`src/cps_rom_pkg.sv`:
```
/*
 * CPS ROM router shared definitions
 * SDRAM bank request and response structs, client address widths
 * and the base of each ROM client inside its bank
 */
`default_nettype none

package cps_rom_pkg;

    // SDRAM addresses count 16-bit words
    localparam int sdram_aw = 22;
    localparam int line_w   = 32;

    typedef logic [sdram_aw-1:0] sdram_addr_t;

    // Data as returned on data_read, also the cache line of a slot
    typedef logic [line_w-1:0] line_t;

    // Client payloads narrower than a line
    typedef logic [15:0] word_t;
    typedef logic [7:0]  byte_t;

    // Read request to a read-only bank
    typedef struct packed {
        logic        rd;
        sdram_addr_t addr;
    } bank_req_t;

    // Bank answer, rdy qualifies data_read
    typedef struct packed {
        logic ack;
        logic rdy;
    } bank_rsp_t;

    // Client address widths
    localparam int main_aw = 21;   // 16-bit words
    localparam int snd_aw  = 19;   // bytes
    localparam int pcm_aw  = 23;   // bytes
    localparam int gfx_aw  = 20;   // 32-bit words

    // Bank 1 holds sound code then PCM samples
    localparam sdram_addr_t snd_offset  = 22'h00_0000;
    localparam sdram_addr_t pcm_offset  = 22'h08_0000;

    // Bank 2 holds only the main CPU ROM
    localparam sdram_addr_t main_offset = 22'h00_0000;

    // Bank 3 holds both graphics ports
    localparam sdram_addr_t rom0_offset = 22'h00_0000;
    localparam sdram_addr_t rom1_offset = 22'h10_0000;

endpackage

`default_nettype wire

```
`src/rom_slot.sv`:
```
/*
 * ROM client slot
 * Keeps one 32-bit line of SDRAM data with its tag, answers hits in the
 * same cycle and requests a line fill from the bank arbiter on a miss.
 * The client word is picked out of the line by its low address bits.
 */
`timescale 1ns/100ps
`default_nettype none

module rom_slot #(
    parameter type data_t = logic [7:0],
    parameter int addr_w = 19,
    parameter cps_rom_pkg::sdram_addr_t offset = '0
) (
    input  logic                     clk,
    input  logic                     rst_n,
    // Client side
    input  logic                     cs,
    input  logic [addr_w-1:0]        addr,
    output data_t                    data,
    output logic                     ok,
    // Arbiter side
    output logic                     req,
    output cps_rom_pkg::sdram_addr_t line_addr,
    input  logic                     fill,
    input  cps_rom_pkg::line_t       data_read
);

    // Client words per line and the address bits that pick one
    localparam int dw    = $bits(data_t);
    localparam int nsel  = cps_rom_pkg::line_w / dw;
    localparam int sel_w = $clog2(nsel);
    localparam int tag_w = addr_w - sel_w;

    localparam logic [addr_w-1:0] sel_mask = addr_w'(nsel - 1);

    cps_rom_pkg::line_t line_q;
    logic [tag_w-1:0]   tag_q;
    logic               valid_q;

    logic [tag_w-1:0]   tag_in;
    logic [addr_w-1:0]  sel_idx;
    logic               hit;

    assign tag_in  = addr[addr_w-1:sel_w];
    assign sel_idx = addr & sel_mask;

    assign hit = valid_q && (tag_q == tag_in);

    // Hits answer in the same cycle
    assign ok  = cs && hit;

    // Request stays up until the fill lands in the line
    assign req = cs && !hit;

    // Each line is two 16-bit words, so the word address is even
    assign line_addr = offset + cps_rom_pkg::sdram_addr_t'({tag_in, 1'b0});

    // Byte 0 of the line is the least significant one
    assign data = data_t'(line_q >> (sel_idx * dw));

    always_ff @(posedge clk) begin
        if (!rst_n) begin
            valid_q <= 1'b0;
        end else if (fill) begin
            valid_q <= 1'b1;
        end
    end

    // Line contents and tag
    always_ff @(posedge clk) begin
        if (fill) begin
            line_q <= data_read;
            tag_q  <= tag_in;
        end
    end

endmodule

`default_nettype wire

```
`config.mk`:
```
export PLATFORM = sky130hd
export DESIGN_NAME = rom_slot
export DESIGN_NICKNAME = d
export VERILOG_FILES = /design/src/cps_rom_pkg.sv /design/src/rom_slot.sv
export SDC_FILE = /design/constraint.sdc
export NUM_CORES = 1
export LEC_CHECK = 0
export ABC_CLOCK_PERIOD_IN_PS = 1400
export BUFFER_PORTS_ARGS = -buffer_cell sky130_fd_sc_hd__buf_2
export CORE_MARGIN = 8
export CORE_UTILIZATION = 33
export CTS_CLUSTER_SIZE = 10
export DETAILED_ROUTE_END_ITERATION = 10
export HOLD_SLACK_MARGIN = 0.08
export PLACE_DENSITY = 0.56
export RECOVER_POWER = 100
export SLEW_MARGIN = 20
export SYNTH_ARGS = -nofsm -noshare
export SYNTH_HDL_FRONTEND = slang
export SYNTH_SLANG_ARGS = --single-unit
```
`constraint.sdc`:
```
create_clock -name clk -period 1.4 [get_ports clk]
set_input_delay 0.14 -clock clk [delete_from_list [all_inputs] [get_ports clk]]
set_output_delay 0.14 -clock clk [all_outputs]
set_load 0.02 [all_outputs]
```
==> out/qor.csv <==
metric,value,unit
gp_congestion,0.725,
placed_area,2420,µm²
hold_depth,1,
worstPathRequired,1.26,ns
grt_antenna_before_repair,0,
finalSetupViolCount,10,
async_reset_ff_frac,0,
design_area,3040,µm²
clk_path_buf_depth,2,
vias,1321,
postSynthCellCount,109,
clkLatencyLatePin,0.30,ns
die_h,94.9,µm
max_slew_margin,0.185,
cp_slowest_cell,edfxtp_1,
yosys_register_bits,50,
htree_levels,2,
post_cts_buffers,0,
layout.nets,283,
grt_setup_unrepaired,yes,
violations,setup timing,
fillers,533,
wl,4650,µm
min_period_over_period,1.26,
reg2reg_slack,0.81,ns
post_drt_wl_per_cell,15.3,µm
netlist_area,2060,µm²
multiInputGateArea,417,µm²
synthTopCellsByArea,"edfxtp_1 (72%), mux4_2 (8.8%), buf_4 (8.0%)",
cp.arrival,1.63,ns
drv_slew,0,
first_iter_violations,24,
fin_ws,-0.371,ns
coreArea,5960,µm²
dp_slack,-0.142,ns
path_buf_inv,1,
power,0.00336,W
yosys.area.top_type,edfxtp_1,
hold_violations,0,
dr.max_layer_used,met4,
port_buffers,81,
min-delay-path-class,flop to flop,
syn2layout_area_growth,47.8,%
cts_tree,done,
crit_path_end,ok,
rows,28,
synthTopCellsByCount,"edfxtp_1 (49), buf_4 (22), xnor2_1 (13)",
synth-main-ff-cell,edfxtp_1,
drc,0,
fin_crit,1.77,ns
cp_num_cells,5,
cp-startpoint,tag_q[0],
ff_latch_area,1490,µm²
synth_cell_types,15,
dieArea,9010,µm²
root_buffer,clkbuf_8,
cts_made_buffers,5,
path_delay_family,simple AND/OR/NAND/NOR gates,
antenna_cells,0,
detail-route-antenna-nets,0,
synth.avg_cell_area,18.9,µm²
grt_max_degree,51,
track_usage,0.106,
worstSetupPathType,flop to primary output,
synth_edf_count,49,
critPathCaptureType,primary output,
dieWidth,94.9,µm
dr_wl_met3,463,µm
yosys_warnings,0,
startpoint_type,flop,
worst_pin_slew,1.22,ns
ir_drop,0.000505,V
start_util,0.345,
wl_met2,2280,µm
cap_violations,0,
status,"complete, but fails checks",
clock-sinks,50,
dr.pass1.iters,4,
synth_top_area_frac,0.716,
clk_transition_reported_paths,0.09,ns
grt_pass1_wl,7390,µm
r2r-end,valid_q,
grt_pass1_vias,1563,
grt.overflow.total,0,
vias_per_cell,4.35,
power_density,1110,nW/µm²
r2r-start,valid_q,
yosysSeqAreaShare,0.726,
leakagePower,1.13,nW
pin_count,87,
fmax,0.565,GHz
worstPathCellList,xor2_1 > nor4_2 > and3_1 > and3_4 > buf_6,
reg2reg_depth,1,
m1WireLength,1870,µm
fin_skew,0,ns
max_stage_delay,0.38,ns
yosysMostFrequentCell,edfxtp_1,
cp_max_fo,2,
layout-drive-gt1-share,0.288,
repair_timing:
item	in CTS	in global routing
endpoints found under the hold margin	50	0
hold buffers	50	0
resized for setup	20	0
pin swaps	2	0
endpoints found under the setup margin	10	10
worst min-delay path by stage:
| stage | from | to | slack (ns) |
|---|---|---|---|
| 2_1_floorplan | data_read[0] | line_q[0] | 0.24 |
| 3_3_place_gp | data_read[20] | line_q[20] | 0.32 |
| 3_5_place_dp | data_read[11] | line_q[11] | 0.32 |
| 4_1_cts | fill | tag_q[7] | 0.34 |
| 5_1_grt | valid_q | valid_q | 0.49 |
| 6_report | valid_q | valid_q | 0.48 |
sequential cells by signal, indices dropped and copies added, names as in the netlist:
signal	count
line_q	32
tag_q	17
valid_q	1
kinds of logic (layout without fill, tap and decap cells):
kind of cell | Yosys count | count (layout) | synth area share
flops | 50 | 50 | 0.726
buf+inv | 24 | 140 | 0.0846
xor+xnor | 17 | 17 | 0.0724
mux | 8 | 8 | 0.0876
simple gates | 7 | 7 | 0.0207
compound gates | 2 | 2 | 0.00731
other cells | 1 | 5 | 0.00182
metal layers:
| metal | track usage | vias to the layer above |
|---|---|---|
| met3 | 0.0413 | 5 |
| met2 | 0.185 | 65 |
| met5 | 0 | - |
| met4 | 0.0234 | 0 |
| met1 | 0.120 | 624 |
| li1 | - | 627 |
cells in the final DEF, fill, tap and decap left out:
| cell | netlist | final |
|---|---|---|
| edfxtp_1 | 49 | 49 |
| buf_6 | 0 | 9 |
| inv_6 | 0 | 1 |
| dfxtp_1 | 1 | 1 |
| clkinv_2 | 0 | 1 |
| o21a_1 | 1 | 1 |
| xnor2_1 | 13 | 13 |
| nor4_2 | 0 | 1 |
| and3_1 | 2 | 1 |
| clkbuf_2 | 0 | 2 |
| nor3_1 | 1 | 1 |
| conb_1 | 1 | 5 |
| buf_2 | 1 | 37 |
| xor2_1 | 4 | 4 |
| clkbuf_1 | 1 | 34 |
| nand4_1 | 3 | 3 |
| mux4_2 | 8 | 8 |
| a21boi_0 | 1 | 1 |
| dlygate4sd3_1 | 0 | 50 |
| bufinv_16 | 0 | 1 |
| and3_4 | 0 | 1 |
| clkbuf_8 | 0 | 5 |
cell type report:
| cell class | count | share of cell area |
|---|---|---|
| repair buffers | 132 | 0.304 |
| clock inverters | 3 | 0.0144 |
| flip-flops and latches | 50 | 0.491 |
| well taps | 75 | 0.0309 |
| multi-input cells | 39 | 0.137 |
| clock buffers | 5 | 0.0226 |
power by group:
part | internal [W] | switching (W) | total [W]
clock | 0.000536 | 0.000481 | 0.00102
sequential | 0.00177 | 0.0000349 | 0.00181
combinational | 0.000288 | 0.000245 | 0.000533
total | 0.00260 | 0.000761 | 0.00336
metrics by stage:
stage	instances	util	hold slack [ns]	TNS, ns
after floorplan	113	-	0.239	0
after global placement	246	0.406	0.318	-0.197
after detailed placement	246	0.406	0.318	-0.213
after CTS	304	0.520	0.337	-1.33
after global routing	304	0.510	0.488	-1.77
final	304	0.510	0.479	-1.10
Power figures use the tool's default switching activity.
